==> src/source/main_ctrl_pkg.sv <==
package main_ctrl_pkg;

    // ROM bank register width
    localparam int bank_w = 3;

    // Banked window maps from 8 KB slot 4 upwards
    // i.e. bank 0 starts at ROM address 0x08000
    localparam logic [3:0] bank_base = 4'b0100;

    // Bank register layout
    // bits 2..0 select the ROM bank
    // bit 4 releases the sound CPU from reset
    localparam int snd_run_bit = 4;

    // Open bus value
    localparam logic [7:0] unmapped_data = 8'hFF;

endpackage

==> src/source/main_map_pkg.sv <==
package main_map_pkg;

    // Bus widths
    localparam int addr_w = 16;
    localparam int ram_aw = 13;
    localparam int rom_aw = 17;
    localparam int data_w = 8;

    // First 4 KB page past the ROM space
    localparam logic [3:0] rom_top = 4'hC;

    // 8 KB video RAM window, C000 to DFFF
    localparam logic [2:0] vram_page = 3'b110;

    // Shared RAM with the sound MCU, E000 to EFFF
    localparam logic [3:0] ram_page = 4'hE;

    // Control and video-control page
    localparam logic [3:0] ctrl_page = 4'hF;

    // Video control covers blocks F0 to F3
    localparam logic [3:0] vctrl_max = 4'd3;

    // 256-byte pages inside the control page
    localparam logic [7:0] bank_reg_page = 8'hF6;
    localparam logic [7:0] pal_page      = 8'hF8;

    // Page view for the selects
    // region is A15..A12, block is A11..A8
    typedef struct packed {
        logic [3:0] region;
        logic [3:0] block;
        logic [7:0] low;
    } addr_page_t;

    // Offset view for 8 KB windows
    // window is A15..A13
    typedef struct packed {
        logic [addr_w-ram_aw-1:0] window;
        logic [ram_aw-1:0]        offset;
    } addr_ofs_t;

    // Same CPU address, decoded two ways
    typedef union packed {
        addr_page_t page;
        addr_ofs_t  ofs;
    } cpu_addr_u;

endpackage

==> src/source/cpu_bus_if.sv <==
interface cpu_bus_if import main_map_pkg::*; ();

    // CPU address, page and offset views
    cpu_addr_u          addr;
    // CPU write data
    logic [data_w-1:0]  wdata;
    // Z80 strobes, all active low
    logic               mreq_n;
    logic               iorq_n;
    logic               wr_n;

    // Address decoder sees the whole bus
    modport decoder (
        input addr,
        input wdata,
        input mreq_n,
        input iorq_n,
        input wr_n
    );

    // Control registers only need data and the acknowledge strobe
    modport ctrl (
        input wdata,
        input iorq_n
    );

    // CPU side of the shared RAM
    modport ram (
        input addr,
        input wdata,
        input mreq_n,
        input wr_n
    );

endinterface

==> src/source/main_decoder.sv <==
module main_decoder import main_map_pkg::*; import main_ctrl_pkg::*; (
    input  logic                clk,
    input  logic                rst,
    cpu_bus_if.decoder          bus,

    // Bank from the control register
    input  logic [bank_w-1:0]   bank,

    // Device read data
    input  logic [data_w-1:0]   ram_rdata,
    input  logic [data_w-1:0]   vram_dout,
    input  logic [data_w-1:0]   pal_dout,
    input  logic [data_w-1:0]   rom_data,
    input  logic                rom_ok,

    // Registered selects
    output logic                rom_cs,
    output logic                vram_cs,
    output logic                vctrl_cs,
    output logic                pal_cs,
    output logic                ram_cs,
    output logic                bank_wr,

    output logic [rom_aw-1:0]   rom_addr,
    output logic [data_w-1:0]   cpu_rdata,
    output logic                cpu_wait_n
);

    logic mem_rq;
    logic cpu_wr;
    logic [7:0] page_hi;

    // Memory request qualifier
    assign mem_rq = !bus.mreq_n;
    assign cpu_wr = !bus.wr_n;

    // A15..A8 as one byte
    assign page_hi = {bus.addr.page.region, bus.addr.page.block};

    // Chip selects, one cycle behind the bus
    always_ff @(posedge clk or posedge rst) begin
        if (rst) begin
            rom_cs   <= 1'b0;
            vram_cs  <= 1'b0;
            vctrl_cs <= 1'b0;
            pal_cs   <= 1'b0;
            ram_cs   <= 1'b0;
            bank_wr  <= 1'b0;
        end else begin
            // 0000 to BFFF, fixed ROM plus banked window
            rom_cs   <= mem_rq && (bus.addr.page.region < rom_top);
            // C000 to DFFF
            vram_cs  <= mem_rq && (bus.addr.ofs.window == vram_page);
            // E000 to EFFF
            ram_cs   <= mem_rq && (bus.addr.page.region == ram_page);
            // F000 to F3FF, internal RAM and config of the video chip
            vctrl_cs <= mem_rq && (bus.addr.page.region == ctrl_page)
                        && (bus.addr.page.block <= vctrl_max);
            // Bank register is write only
            bank_wr  <= mem_rq && cpu_wr && (page_hi == bank_reg_page);
            pal_cs   <= mem_rq && (page_hi == pal_page);
        end
    end

    // Banked ROM address
    always_comb begin
        // Below 8000 the address goes straight through
        rom_addr = {2'b00, bus.addr.ofs.window[1:0], bus.addr.ofs.offset};
        // 8000 to BFFF lands in the selected 8 KB slot
        if (bus.addr.ofs.window[2]) begin
            rom_addr[rom_aw-1:ram_aw] = bank_base + 4'(bank);
        end
    end

    // Read data mux, ROM has top priority
    always_ff @(posedge clk) begin
        if (rom_cs) begin
            cpu_rdata <= rom_data;
        end else if (ram_cs) begin
            cpu_rdata <= ram_rdata;
        end else if (vram_cs || vctrl_cs) begin
            // Video chip returns both RAM and control data
            cpu_rdata <= vram_dout;
        end else if (pal_cs) begin
            cpu_rdata <= pal_dout;
        end else begin
            cpu_rdata <= unmapped_data;
        end
    end

    // Stall the CPU until the ROM has the byte
    assign cpu_wait_n = !(rom_cs && !rom_ok);

endmodule

==> src/flat_wrapper.sv <==
// flat-port wrapper written by rule: the top's interface ports become plain ports
module main_decoder_flat import main_map_pkg::*; import main_ctrl_pkg::*;
  (clk, rst, bank, ram_rdata, vram_dout, pal_dout, rom_data, rom_ok, rom_cs, vram_cs, vctrl_cs, pal_cs, ram_cs, bank_wr, rom_addr, cpu_rdata, cpu_wait_n, bus_addr, bus_wdata, bus_mreq_n, bus_iorq_n, bus_wr_n);
  cpu_bus_if bus_i ();
  input  logic clk;
  input  logic rst;
  input  logic [bank_w-1:0] bank;
  input  logic [data_w-1:0] ram_rdata;
  input  logic [data_w-1:0] vram_dout;
  input  logic [data_w-1:0] pal_dout;
  input  logic [data_w-1:0] rom_data;
  input  logic rom_ok;
  output logic rom_cs;
  output logic vram_cs;
  output logic vctrl_cs;
  output logic pal_cs;
  output logic ram_cs;
  output logic bank_wr;
  output logic [rom_aw-1:0] rom_addr;
  output logic [data_w-1:0] cpu_rdata;
  output logic cpu_wait_n;
  input wire logic [$bits(bus_i.addr)-1:0] bus_addr;
  input wire logic [$bits(bus_i.wdata)-1:0] bus_wdata;
  input wire logic [$bits(bus_i.mreq_n)-1:0] bus_mreq_n;
  input wire logic [$bits(bus_i.iorq_n)-1:0] bus_iorq_n;
  input wire logic [$bits(bus_i.wr_n)-1:0] bus_wr_n;
  assign bus_i.addr = bus_addr;
  assign bus_i.wdata = bus_wdata;
  assign bus_i.mreq_n = bus_mreq_n;
  assign bus_i.iorq_n = bus_iorq_n;
  assign bus_i.wr_n = bus_wr_n;
  main_decoder u_core (.clk(clk), .rst(rst), .bus(bus_i), .bank(bank), .ram_rdata(ram_rdata), .vram_dout(vram_dout), .pal_dout(pal_dout), .rom_data(rom_data), .rom_ok(rom_ok), .rom_cs(rom_cs), .vram_cs(vram_cs), .vctrl_cs(vctrl_cs), .pal_cs(pal_cs), .ram_cs(ram_cs), .bank_wr(bank_wr), .rom_addr(rom_addr), .cpu_rdata(cpu_rdata), .cpu_wait_n(cpu_wait_n));
endmodule
==> config.mk <==
export PLATFORM = sky130hd
export DESIGN_NAME = main_decoder_flat
export DESIGN_NICKNAME = d
export VERILOG_FILES = /design/src/source/main_ctrl_pkg.sv /design/src/source/main_map_pkg.sv /design/src/source/cpu_bus_if.sv /design/src/source/main_decoder.sv /design/src/flat_wrapper.sv
export SDC_FILE = /design/constraint.sdc
export NUM_CORES = 1
export LEC_CHECK = 0
export BUFFER_PORTS_ARGS = -buffer_cell sky130_fd_sc_hd__buf_2
export CORE_AREA = 2 2 53 55
export CTS_CLUSTER_SIZE = 12
export DETAILED_ROUTE_END_ITERATION = 8
export DIE_AREA = 0 0 55 57
export PLACE_DENSITY_LB_ADDON = 0.2
export SKIP_CTS_REPAIR_TIMING = 1
export SLEW_MARGIN = 20
export SYNTH_ARGS = -nofsm -noshare
export SYNTH_HDL_FRONTEND = slang
export SYNTH_SLANG_ARGS = --single-unit
==> constraint.sdc <==
create_clock -name clk -period 1.7 [get_ports clk]
set_input_delay 0.255 -clock clk [delete_from_list [all_inputs] [get_ports clk]]
set_output_delay 0.255 -clock clk [all_outputs]
set_load 0.005 [all_outputs]
==> results_dict.tcl <==
set metrics [dict create \
    outcome "finished, final reports clean" \
    final_nets 211 \
    num_rows 19 \
    ctsRootBufferMaster "clkbuf_4" \
    maxSlewHeadroom 0.641 \
    drtPass1Iterations 3 \
    gp_congestion 0.728 \
    tightest_slew_ps 537 \
    final_area_um2 1110 \
    port_buffers 71 \
    required_ps 1440 \
    grt_setup_unrepaired "no" \
    crit_path_max_fanout 7 \
    start_util 0.295 \
    slew_viol_final 0 \
    grt_use_total 0.137 \
    grt_pass1_vias 768 \
    num_antenna_cells 0 \
    synth_warnings 0 \
    yosys.cell_types.count 24 \
    p_leak_nw 0.548 \
    drive_gt1_frac 0.545 \
    timing.clock.skew_ps 8.38 \
    fin_crit_ps 1380 \
    htreeDepth 1 \
    report.final.hold_viol_count 0 \
    ir_worst_vdd_mv 0.296 \
    first_iter_violations 12 \
    area_delta_synth_final_pct 43.9 \
    dieArea_um2 3140 \
    hpwl_mm 1.73 \
    final_cell_count_no_fill 176 \
    cp-start-kind "register" \
    synth_area_leaders "dfxtp_1 21%, dfrtp_1 19%, buf_4 13%" \
    maxCapViolCount 0 \
    num_io_pins 97 \
    yosysTopAreaCellShare 0.207 \
    crit_path_end_kind "primary output" \
    via_per_inst 4.83 \
    syn_inst 84 \
    dr_total_vias 850 \
    clk_latency_ps 280 \
    fin_tns_setup_ps 0 \
    cts_buffers 3 \
    ys_seq_area_frac 0.402 \
    fill_cells 275 \
    post-route-period-util 0.809 \
    die_w_um 55 \
    cts_max_path_buffers 2 \
    critPathArrivalTime_ps 1120 \
    grt_pass1_wl_mm 3.10 \
    powerDensity_nw_per_um2 666 \
    fp.dieH_um 57 \
    cts.sinks 14 \
    core_um2 2620 \
    drt_wl_total_mm 2.17 \
    min_path_type "in -> reg" \
    path_class "reg -> out" \
    cts_tree "built" \
    syn_nets 149 \
    syn_area_um2 772 \
    p_total_mw 0.740 \
    max_freq_ghz 0.727 \
    ant_nets 0 \
    synth_seq_cells 14 \
    whs_ps 153 \
    setup_viol 0 \
    overflow 0 \
    antenna_found_initial 0 \
    clk_pin_slew_worst_paths_ps 90 \
    grt_max_degree 11 \
    dp_cells 171 \
    wire_per_inst_um 12.3 \
    syn_avg_cell_area_um2 9.19 \
    drc_errors 0 \
    placed_cell_area_um2 1060 \
    synth_top_area_cell "dfxtp_1" \
]
==> final timing paths <==
| kind | from | to | slack, ps | depth (start not counted) |
|---|---|---|---|---|
| setup / recovery | u_core.rom_cs | cpu_wait_n | 320 | 3 |
| hold / removal | bus_addr[8] | u_core.pal_cs | 150 | 2 |
| setup reg to reg | u_core.vctrl_cs | u_core.cpu_rdata[4] | 360 | 3 |
| hold reg to reg | u_core.ram_cs | u_core.cpu_rdata[4] | 590 | 2 |
| max in group asynchronous | rst | u_core.vram_cs | 1110 | 3 |
| min in group asynchronous | rst | u_core.vctrl_cs | 410 | 3 |
==> per-stage QoR <==
step	setup slack (ps)	utilization
after floorplan	460	-
final	325	0.425
after detailed placement	375	0.407
after CTS	299	0.421
after global routing	248	0.425
after global placement	398	0.407
==> cell type report <==
class / count / area [µm²] / share of cell area
Clock buffer: 4 / 36.3 / 0.0327
Sequential cell: 14 / 310 / 0.279
Timing Repair Buffer: 73 / 373 / 0.336
Inverter: 1 / 3.75 / 0.00338
Tap cell: 31 / 38.8 / 0.0349
Multi-Input combinational cell: 53 / 349 / 0.314
==> sequential cells by signal (all words and copies together) (netlist names) <==
| name | flops |
|---|---|
| u_core.cpu_rdata | 8 |
| u_core.bank_wr | 1 |
| u_core.pal_cs | 1 |
| u_core.ram_cs | 1 |
| u_core.rom_cs | 1 |
| u_core.vctrl_cs | 1 |
| u_core.vram_cs | 1 |
==> logic make-up after synthesis <==
logic type,Yosys count,synth area share
AND/OR/NAND/NOR,27,0.242
multiplexers,2,0.0292
flip-flops,14,0.402
buffers and inverters,17,0.146
AO/OA/AOI/OAI,24,0.182
==> synth_stat cells <==
master and number:
dfrtp_1 6, mux2_2 2, o21ai_1 1, and2_1 1, clkbuf_1 3, a21oi_1 1
a22oi_1 7, o211ai_1 1, nor2_1 2, nand3_1 1, inv_1 1, or2_2 1
dfxtp_1 8, nand3b_1 1, nor3_1 3, o21ai_0 14, buf_4 13, nor4_1 1
nor3b_1 1, nor2b_1 3, nand4_1 1, nand2b_1 2, nand2_1 2, or4b_1 8
==> critical path: stages (launching register included) <==
cell      delay [ps]
dfrtp_1          470
buf_4            200
nand2b_1          60
buf_2            120
==> power by group <==
part           internal (mW)  total [mW]  leakage, nW  switching [mW]
Combinational         0.0828       0.142        0.378          0.0590
Clock                  0.130       0.239       0.0210           0.109
Sequential             0.350       0.359        0.149         0.00875
Total                  0.563       0.740        0.548           0.177
==> metal layers <==
metal  up-vias  routed length (µm)  part of all wire  global-route usage
met1       368                 872              0.40               0.138
met5         -                   0                 0                   0
met3         6                 264              0.12              0.0393
met4         0                  25             0.012              0.0836
li1        420                   -                 -                   -
met2        56                1000              0.46               0.240
==> layout by cell type (no fill, tap or decap), types with 2 or more instances in the layout <==
master / count
nor3_1: 3
o21ai_0: 14
or4b_1: 8
dfrtp_1: 6
clkbuf_4: 3
buf_2: 71
nand2b_1: 2
a22oi_1: 7
nor2b_1: 3
dfxtp_1: 8
mux2_2: 2
nor2_1: 2
nand2_1: 2
No activity file was read; power rests on OpenSTA's default activity.
