==> src/source/main_ctrl_pkg.sv <==
package main_ctrl_pkg;

    // ROM bank register width
    localparam int bank_w = 3;

    // Banked window maps from 8 KB slot 4 upwards
    // i.e. bank 0 starts at ROM address 0x08000
    localparam logic [3:0] bank_base = 4'b0100;

    // Bank register layout
    // bits 2..0 select the ROM bank
    // bit 4 releases the sound CPU from reset
    localparam int snd_run_bit = 4;

    // Open bus value
    localparam logic [7:0] unmapped_data = 8'hFF;

endpackage

==> src/source/main_map_pkg.sv <==
package main_map_pkg;

    // Bus widths
    localparam int addr_w = 16;
    localparam int ram_aw = 13;
    localparam int rom_aw = 17;
    localparam int data_w = 8;

    // First 4 KB page past the ROM space
    localparam logic [3:0] rom_top = 4'hC;

    // 8 KB video RAM window, C000 to DFFF
    localparam logic [2:0] vram_page = 3'b110;

    // Shared RAM with the sound MCU, E000 to EFFF
    localparam logic [3:0] ram_page = 4'hE;

    // Control and video-control page
    localparam logic [3:0] ctrl_page = 4'hF;

    // Video control covers blocks F0 to F3
    localparam logic [3:0] vctrl_max = 4'd3;

    // 256-byte pages inside the control page
    localparam logic [7:0] bank_reg_page = 8'hF6;
    localparam logic [7:0] pal_page      = 8'hF8;

    // Page view for the selects
    // region is A15..A12, block is A11..A8
    typedef struct packed {
        logic [3:0] region;
        logic [3:0] block;
        logic [7:0] low;
    } addr_page_t;

    // Offset view for 8 KB windows
    // window is A15..A13
    typedef struct packed {
        logic [addr_w-ram_aw-1:0] window;
        logic [ram_aw-1:0]        offset;
    } addr_ofs_t;

    // Same CPU address, decoded two ways
    typedef union packed {
        addr_page_t page;
        addr_ofs_t  ofs;
    } cpu_addr_u;

endpackage

==> src/source/cpu_bus_if.sv <==
interface cpu_bus_if import main_map_pkg::*; ();

    // CPU address, page and offset views
    cpu_addr_u          addr;
    // CPU write data
    logic [data_w-1:0]  wdata;
    // Z80 strobes, all active low
    logic               mreq_n;
    logic               iorq_n;
    logic               wr_n;

    // Address decoder sees the whole bus
    modport decoder (
        input addr,
        input wdata,
        input mreq_n,
        input iorq_n,
        input wr_n
    );

    // Control registers only need data and the acknowledge strobe
    modport ctrl (
        input wdata,
        input iorq_n
    );

    // CPU side of the shared RAM
    modport ram (
        input addr,
        input wdata,
        input mreq_n,
        input wr_n
    );

endinterface

==> src/source/main_ctrl_regs.sv <==
module main_ctrl_regs import main_ctrl_pkg::*; (
    input  logic                clk,
    input  logic                rst,
    cpu_bus_if.ctrl             bus,

    // Write strobe from the decoder
    input  logic                bank_wr,
    // Vertical blank is low during blanking
    input  logic                lvbl,

    output logic [bank_w-1:0]   bank,
    output logic                snd_rstn,
    output logic                cpu_int_n
);

    logic lvbl_l;
    logic lvbl_fall;
    logic int_ack;

    // Blank starts when lvbl drops
    assign lvbl_fall = lvbl_l && !lvbl;

    // Board acks on iorq_n alone without m1_n
    assign int_ack = !bus.iorq_n;

    // Bank and sound CPU reset
    always_ff @(posedge clk or posedge rst) begin
        if (rst) begin
            bank     <= '0;
            snd_rstn <= 1'b0;
        end else if (bank_wr) begin
            bank     <= bus.wdata[bank_w-1:0];
            snd_rstn <= bus.wdata[snd_run_bit];
        end
    end

    // Previous lvbl for edge detection
    // Starts low so blanking already under way at reset is no edge
    always_ff @(posedge clk or posedge rst) begin
        if (rst) begin
            lvbl_l <= 1'b0;
        end else begin
            lvbl_l <= lvbl;
        end
    end

    // Interrupt latch
    always_ff @(posedge clk or posedge rst) begin
        if (rst) begin
            cpu_int_n <= 1'b1;
        end else if (int_ack) begin
            // Ack beats a coincident edge
            cpu_int_n <= 1'b1;
        end else if (lvbl_fall) begin
            cpu_int_n <= 1'b0;
        end
    end

endmodule

==> src/flat_wrapper.sv <==
// flat-port wrapper written by rule: the top's interface ports become plain ports
module main_ctrl_regs_flat import main_ctrl_pkg::*;
  (clk, rst, bank_wr, lvbl, bank, snd_rstn, cpu_int_n, bus_wdata, bus_iorq_n);
  cpu_bus_if bus_i ();
  input  logic clk;
  input  logic rst;
  input  logic bank_wr;
  input  logic lvbl;
  output logic [bank_w-1:0] bank;
  output logic snd_rstn;
  output logic cpu_int_n;
  input wire logic [$bits(bus_i.wdata)-1:0] bus_wdata;
  input wire logic [$bits(bus_i.iorq_n)-1:0] bus_iorq_n;
  assign bus_i.wdata = bus_wdata;
  assign bus_i.iorq_n = bus_iorq_n;
  main_ctrl_regs u_core (.clk(clk), .rst(rst), .bus(bus_i), .bank_wr(bank_wr), .lvbl(lvbl), .bank(bank), .snd_rstn(snd_rstn), .cpu_int_n(cpu_int_n));
endmodule
==> config.mk <==
export PLATFORM = sky130hd
export DESIGN_NAME = main_ctrl_regs_flat
export DESIGN_NICKNAME = d
export VERILOG_FILES = /design/src/source/main_ctrl_pkg.sv /design/src/source/main_map_pkg.sv /design/src/source/cpu_bus_if.sv /design/src/source/main_ctrl_regs.sv /design/src/flat_wrapper.sv
export SDC_FILE = /design/constraint.sdc
export NUM_CORES = 1
export LEC_CHECK = 0
export ABC_AREA = 1
export BUFFER_PORTS_ARGS = -buffer_cell sky130_fd_sc_hd__buf_2
export CAP_MARGIN = 10
export CORE_AREA = 2 2 39 41
export DETAILED_ROUTE_END_ITERATION = 10
export DIE_AREA = 0 0 41 43
export GPL_ROUTABILITY_DRIVEN = 1
export PLACE_DENSITY = 0.45
export RECOVER_POWER = 100
export SYNTH_ARGS = -nofsm -noshare
export SYNTH_HDL_FRONTEND = slang
export SYNTH_SLANG_ARGS = --single-unit
==> constraint.sdc <==
create_clock -name clk -period 0.9 [get_ports clk]
set_input_delay 0.045 -clock clk [delete_from_list [all_inputs] [get_ports clk]]
set_output_delay 0.045 -clock clk [all_outputs]
set_load 0.05 [all_outputs]
==> results.md, run 1 <==
* Mapped Avg Cell Area at 9.574 µm²
* Maximum clock frequency at 1.027 GHz
* Pre-antenna DRT Iters at 2
* Die ar. at ~1800 µm²
* Height of the chip at 43 µm
* Reg2Reg Depth at 2
* Hold Path Depth at 3
* Synth-to-layout area growth at 93.18%
* Failing checks: setup timing
* Worst flop-to-flop path startpoint: u_core.cpu_int_n
* Outcome: finished with violations
* Detailed Place HPWL at 335.3 µm
* RSZ-0062 raised after global routing: yes
* Synth Net Count at 36
* Diode count at 0
* Number of global-route vias before repair at around 200
* Initial antenna violation count at 0
* Worst R2R Setup Slack at 200 ps
* Vias per inst at between 3 and 4
* Starting density of the core at 15.91%
* Reg-to-Reg End: u_core.cpu_int_n
* Clock Tree Root: clkbuf_4
* Final ANT Viol Nets at 0
* Worst path top cell family by delay: flip-flops
* IO Port Bufs at 13
* Clock Sink Count at 6
* Core area at about 1400 µm²
* Clock skew at 0.06475 ps
* CP endpoint kind: output port
* Total GRT Usage at around 7.7%
* Least-Margin Pin Slew at 221.4 ps
* Yosys reg bits at 6
* First-pass GRT wire length at 821 µm
* Synth cell types at 5
* Final worst path period need at a little under 1000 ps
* Clk pin slew, worst setup/hold paths at approximately 50 ps
* # rows at 14
* WP data arrival at approximately 930 ps
* Worst path bufs/invs at 1
* Cts bufs inserted at 3
* DIE WIDTH at ~41 µm
* CTS tree: done
* Hold-critical path endpoint: u_core.bank[2]
* Clk_lat worst skew at 250 ps
* Fin crit share at 108.2%
* Seq/Total Area, Yosys at 68.75%
* NumNets Final at 60
* CP max stage cell: dfstp_2
* Pwr/cell area at ~1800 nW/µm²
* Drt drc at 0
* H-Tree Depth at 1
* Hold Fails Final Rpt at 0
* Grt total ovfl at 0
* Vias at 219
* Slew Viols, Final at 0
* Wire length per cell at 8.258 µm
* Worst vdd ir at approximately 0.00074 V
* WP data required at 850 ps
* Clk buf depth at 2
* Hold/Removal Path Class: in2reg
* Post-Route WL at just over 500 µm
* Worst-path cell chain: buf_8
* MaxCap Viol Count at 0
* Commonest non-fill, non-tap cells in the layout: nand2_1, buf_2, inv_1, dlygate4sd3_1, dfrtp_1
* DRT iter0 DRCs at 2
* Post-layout util at a little under a third
* Area of the mapped netlist at between 200 and 250 µm²
* Post-route setup slack at -73.72 ps
* Placement Setup Slack at 99.05 ps
* Crit-path max FO at 2
* # IOs at 18
* Max incr delay on CP at about 540 ps
* RePlAce Congestion at around 0.59
* Layout cell share with drive strength beyond 1 at between 30% and 40%
* Synth Warn # at 0
* Filler cells at 149
* Pleak at between 0.2 and 0.25 nW
* Final setup violation count at 1
* Largest net degree at the start of global routing at 9
* Relative slew slack at between 80 and 90%
* Kind of critical path: reg2out
* Hold Path Origin: bus_wdata[2]
* Syn Inst Count at 23
* Critical Path Start Type: register
[metrics by stage]
step	cells	hold WS [ps]	area, µm²	power (mW)	TNS (ps)
after floorplan	23	-164.8	220.2	0.3994	0
after global placement	52	-28.54	305.3	0.4437	0
after detailed placement	52	-26.62	305.3	0.4447	0
after CTS	62	8.744	411.6	0.7728	-82.08
after global routing	62	39.99	425.4	0.8257	-101.2
final	62	14.32	425.4	0.7736	-73.72
[synthesized netlist by cell type, drive strengths merged]
library cell	instances	area share, %
dfrtp	5	57
dfstp	1	12
inv	6	10
nand2	7	12
o21ai	4	9.1
[cell type report]
class / count / area [µm²] / area share [%]
Timing Repair Buffer: 19 / 158.9 / 37.35
Inverter: 6 / 22.52 / 5.294
Tap cell: 16 / 20.02 / 4.706
Multi-Input combinational cell: 11 / 46.29 / 10.88
Clock buffer: 4 / 26.28 / 6.176
Sequential cell: 6 / 151.4 / 35.59
[flip-flops by register name (all words and copies together) (netlist names)]
signal	cells
u_core.bank	3
u_core.cpu_int_n	1
u_core.lvbl_l	1
u_core.snd_rstn	1
[what timing repair did]
action                                 4_1_cts  5_1_grt
hold buffers                                 6        0
endpoints found under the hold margin       11        0
resized for setup                            7        4
setup endpoints to repair                    5        5
buffers inserted                             0        0
[worst reg2reg max path: cells and delay by family (launching register included)]
kind,cells,cell delay (ps)
AND/OR/NAND/NOR,2,100
flip-flops,1,540
[layer usage]
metal	track usage, %	wire [µm]	vias up	part of all wire, %
met3	7.853	69	0	13
met4	4.000	0	0	0
met2	7.813	202	13	39
met1	9.868	241	94	47
met5	0	0	-	0
li1	-	-	112	-
[worst max-delay path by stage]
| stage | startpoint | cells past startpoint | slack, ps | endpoint |
|---|---|---|---|---|
| floorplan | u_core.bank[0] | 2 | 20 | u_core.bank[0] |
| global placement | u_core.cpu_int_n | 1 | 100 | cpu_int_n |
| detailed placement | u_core.cpu_int_n | 1 | 100 | cpu_int_n |
| CTS | u_core.cpu_int_n | 1 | -80 | cpu_int_n |
| global route | u_core.cpu_int_n | 1 | -100 | cpu_int_n |
| finish | u_core.cpu_int_n | 1 | -70 | cpu_int_n |
[power breakdown]
part / internal (mW) / switching [mW]
logic: 0.0766 / 0.104
clock network: 0.169 / 0.115
registers: 0.294 / 0.0155
[kinds of logic (layout without fill, tap and decap cells)]
family	after synthesis	in the layout	synth area share [%]
buffers and inverters	6	29	10.23
AND/OR/NAND/NOR	7	7	11.93
flip-flops	6	6	68.75
AO/OA/AOI/OAI	4	4	9.091
Note: power is estimated with default switching activity, not from simulation.
==> inputs of run 2 (changes only) <==
==> constraint.sdc (replaced) <==
create_clock -name clk -period 1.1 [get_ports clk]
set_input_delay 0.055 -clock clk [delete_from_list [all_inputs] [get_ports clk]]
set_output_delay 0.055 -clock clk [all_outputs]
set_load 0.05 [all_outputs]
==> results.md, run 2 (synthesis results as in run 1) <==
* Outcome: finished, final reports clean (was finished with violations)
* Met1 Usage GRT at 9.868% (unchanged)
* Met3 Use GR at 7.853% (unchanged)
* NumNets Final at 58 (was 60)
* Detailed Place HPWL at 335.3 µm (unchanged)
* Maximum clock frequency at around 0.96 GHz
* Wire length per cell at 8.100 µm (was 8.258 µm)
* Crit path to: cpu_int_n (unchanged)
* Reg-to-Reg End: u_core.cpu_int_n (unchanged)
* Worst R2R Setup Slack at 420 ps (was 200 ps)
* Drt drc at 0 (unchanged)
* Pre-antenna DRT Iters at 2 (unchanged)
* Fin crit share at 94.53%
* Max reg flops at 3 (unchanged)
* CP endpoint kind: output port (unchanged)
* Worst-path cell chain: clkbuf_4 (was buf_8)
* Grt total ovfl at 0 (unchanged)
* Worst path top cell family by delay: flip-flops (unchanged)
* Layout cell share with drive strength beyond 1 at 36.36% (was 34.78%)
* Clock Tree Root: clkbuf_4 (unchanged)
* Filler cells at 154 (was 149)
* IO Port Bufs at 13 (unchanged)
* # IOs at 18 (unchanged)
* Number of global-route vias before repair at 193 (was 196)
* DIE WIDTH at 41 µm (unchanged)
* Worst path bufs/invs at 1 (unchanged)
* Core area at 1384 µm² (unchanged)
* Start point of the critical path: u_core.cpu_int_n (unchanged)
* Initial antenna violation count at 0 (unchanged)
* WP data arrival at 980 ps (was 930 ps)
* Vias per inst at 3.467 (was 3.532)
* Critical Path Start Type: register (unchanged)
* Hold/Removal Path Class: in2reg (unchanged)
* Commonest non-fill, non-tap cells in the layout: nand2_1, buf_2, inv_1 (was nand2_1, buf_2, inv_1, dlygate4sd3_1, dfrtp_1)
* DRT iter0 DRCs at 4 (was 2)
* Slew Viols, Final at 0 (unchanged)
* Starting density of the core at 15.91% (unchanged)
* Clock Sink Count at 6 (unchanged)
* Relative slew slack at 81.50% (was 85.22%)
* CTS tree: done (unchanged)
* Clock skew at 0.06634 ps (was 0.06475 ps)
* Worst vdd ir at 0.0005955 V (was 0.0007351 V)
* # rows at 14 (unchanged)
* Final worst path period need at ~1000 ps
* Setup bufs post-CTS at 0 (unchanged)
* Clk pin slew, worst setup/hold paths at 50 ps (about the same)
* Pwr/cell area at 1611 nW/µm² (was 1818 nW/µm²)
* CP max stage cell: dfstp_2 (unchanged)
* RSZ-0062 raised after global routing: no (was yes)
* WP data required at 1040 ps (was 850 ps)
* Clk buf depth at 2 (unchanged)
* GRT Max-Usage Layer: met1 (unchanged)
* Least-Margin Pin Slew at 278.7 ps (was 221.4 ps)
* Post-Route WL at 486 µm (was 512 µm)
* Hold Slack at 8.760 ps (was 14.32 ps)
* Final ANT Viol Nets at 0 (unchanged)
* Vias at 208 (was 219)
* Crit-path max FO at 2 (unchanged)
* Total GRT Usage at 7.685% (unchanged)
* Worst flop-to-flop path startpoint: u_core.cpu_int_n (unchanged)
* Max incr delay on CP at 520 ps (was 540 ps)
* Hold Fails Final Rpt at 0 (unchanged)
* Hold Path Origin: bus_wdata[1] (was bus_wdata[2])
* Reg2Reg Depth at 2 (unchanged)
* Register name with the most flops: u_core.bank (unchanged)
* Cts bufs inserted at 3 (unchanged)
* Pleak at 0.2036 nW (was 0.2223 nW)
* Die ar. at 1763 µm² (unchanged)
* Setup TNS at 0 ps (was -73.72 ps)
* Critical path depth at 1 (unchanged)
* Design area at 372.9 µm² (was 425.4 µm²)
* Clk_lat worst skew at 240 ps (was 250 ps)
* H-Tree Depth at 1 (unchanged)
* Placed Instance Area at 305.3 µm² (unchanged)
* First-pass GRT wire length at 821 µm (unchanged)
* MaxCap Viol Count at 0 (unchanged)
* Diode count at 0 (unchanged)
* Final setup violation count at 0 (was 1)
* Largest net degree at the start of global routing at 9 (unchanged)
* Grt met2 use at 7.813% (unchanged)
* Height of the chip at 43 µm (unchanged)
* RePlAce Congestion at 0.5928 (unchanged)
* Synth-to-layout area growth at 69.32% (was 93.18%)
* Kind of critical path: reg2out (unchanged)
-- run 2: through the flow --
stage               setup slack [ps]  util, %  instances  total power, mW
finish                         60.15    26.94         60           0.6006
global route                   28.68    26.94         60           0.6449
CTS                            19.31    26.85         60           0.6122
detailed placement             289.1    22.06         52           0.3638
global placement               292.9    22.06         52           0.3630
floorplan                      222.0        -         23           0.3267
-- run 2: layer usage --
metal | wire length [µm] | vias up
li1 | - | 108
met4 | 0 | 0
met1 | 234 | 87
met5 | 0 | -
met2 | 188 | 13
met3 | 63 | 0
-- run 2: where the power goes --
part / switching, mW / internal, mW
Combinational: 0.0837 / 0.0378
Clock: 0.0917 / 0.138
Sequential: 0.00864 / 0.241
-- run 2: worst min-delay path by stage --
stage / end / slack, ps / depth (start not counted)
6_report: u_core.bank[1] / 9 / 3
5_1_grt: u_core.bank[0] / 20 / 3
3_5_place_dp: u_core.lvbl_l / -20 / 2
4_1_cts: u_core.bank[0] / 3 / 3
3_3_place_gp: u_core.lvbl_l / -20 / 2
2_1_floorplan: u_core.bank[0] / -150 / 1
-- run 2: layout make-up --
| cell class | instances | area [µm²] | area share, % |
|---|---|---|---|
| Timing Repair Buffer | 17 | 106.4 | 28.52 |
| Inverter | 6 | 22.52 | 6.040 |
| Tap cell | 16 | 20.02 | 5.369 |
| Multi-Input combinational cell | 11 | 46.29 | 12.42 |
| Sequential cell | 6 | 151.4 | 40.60 |
| Clock buffer | 4 | 26.28 | 7.047 |
-- run 2: worst reg2reg max path: stages, from the launching register on --
cell,delay (ps)
dfstp_2,520
nand2_1,50
nand2_1,50
-- run 2: timing repair --
action                                  4_1_cts  5_1_grt
hold endpoints to repair                      9        0
endpoints found under the setup margin        0        1
hold buffers                                  4        0
resized for setup                             0        1
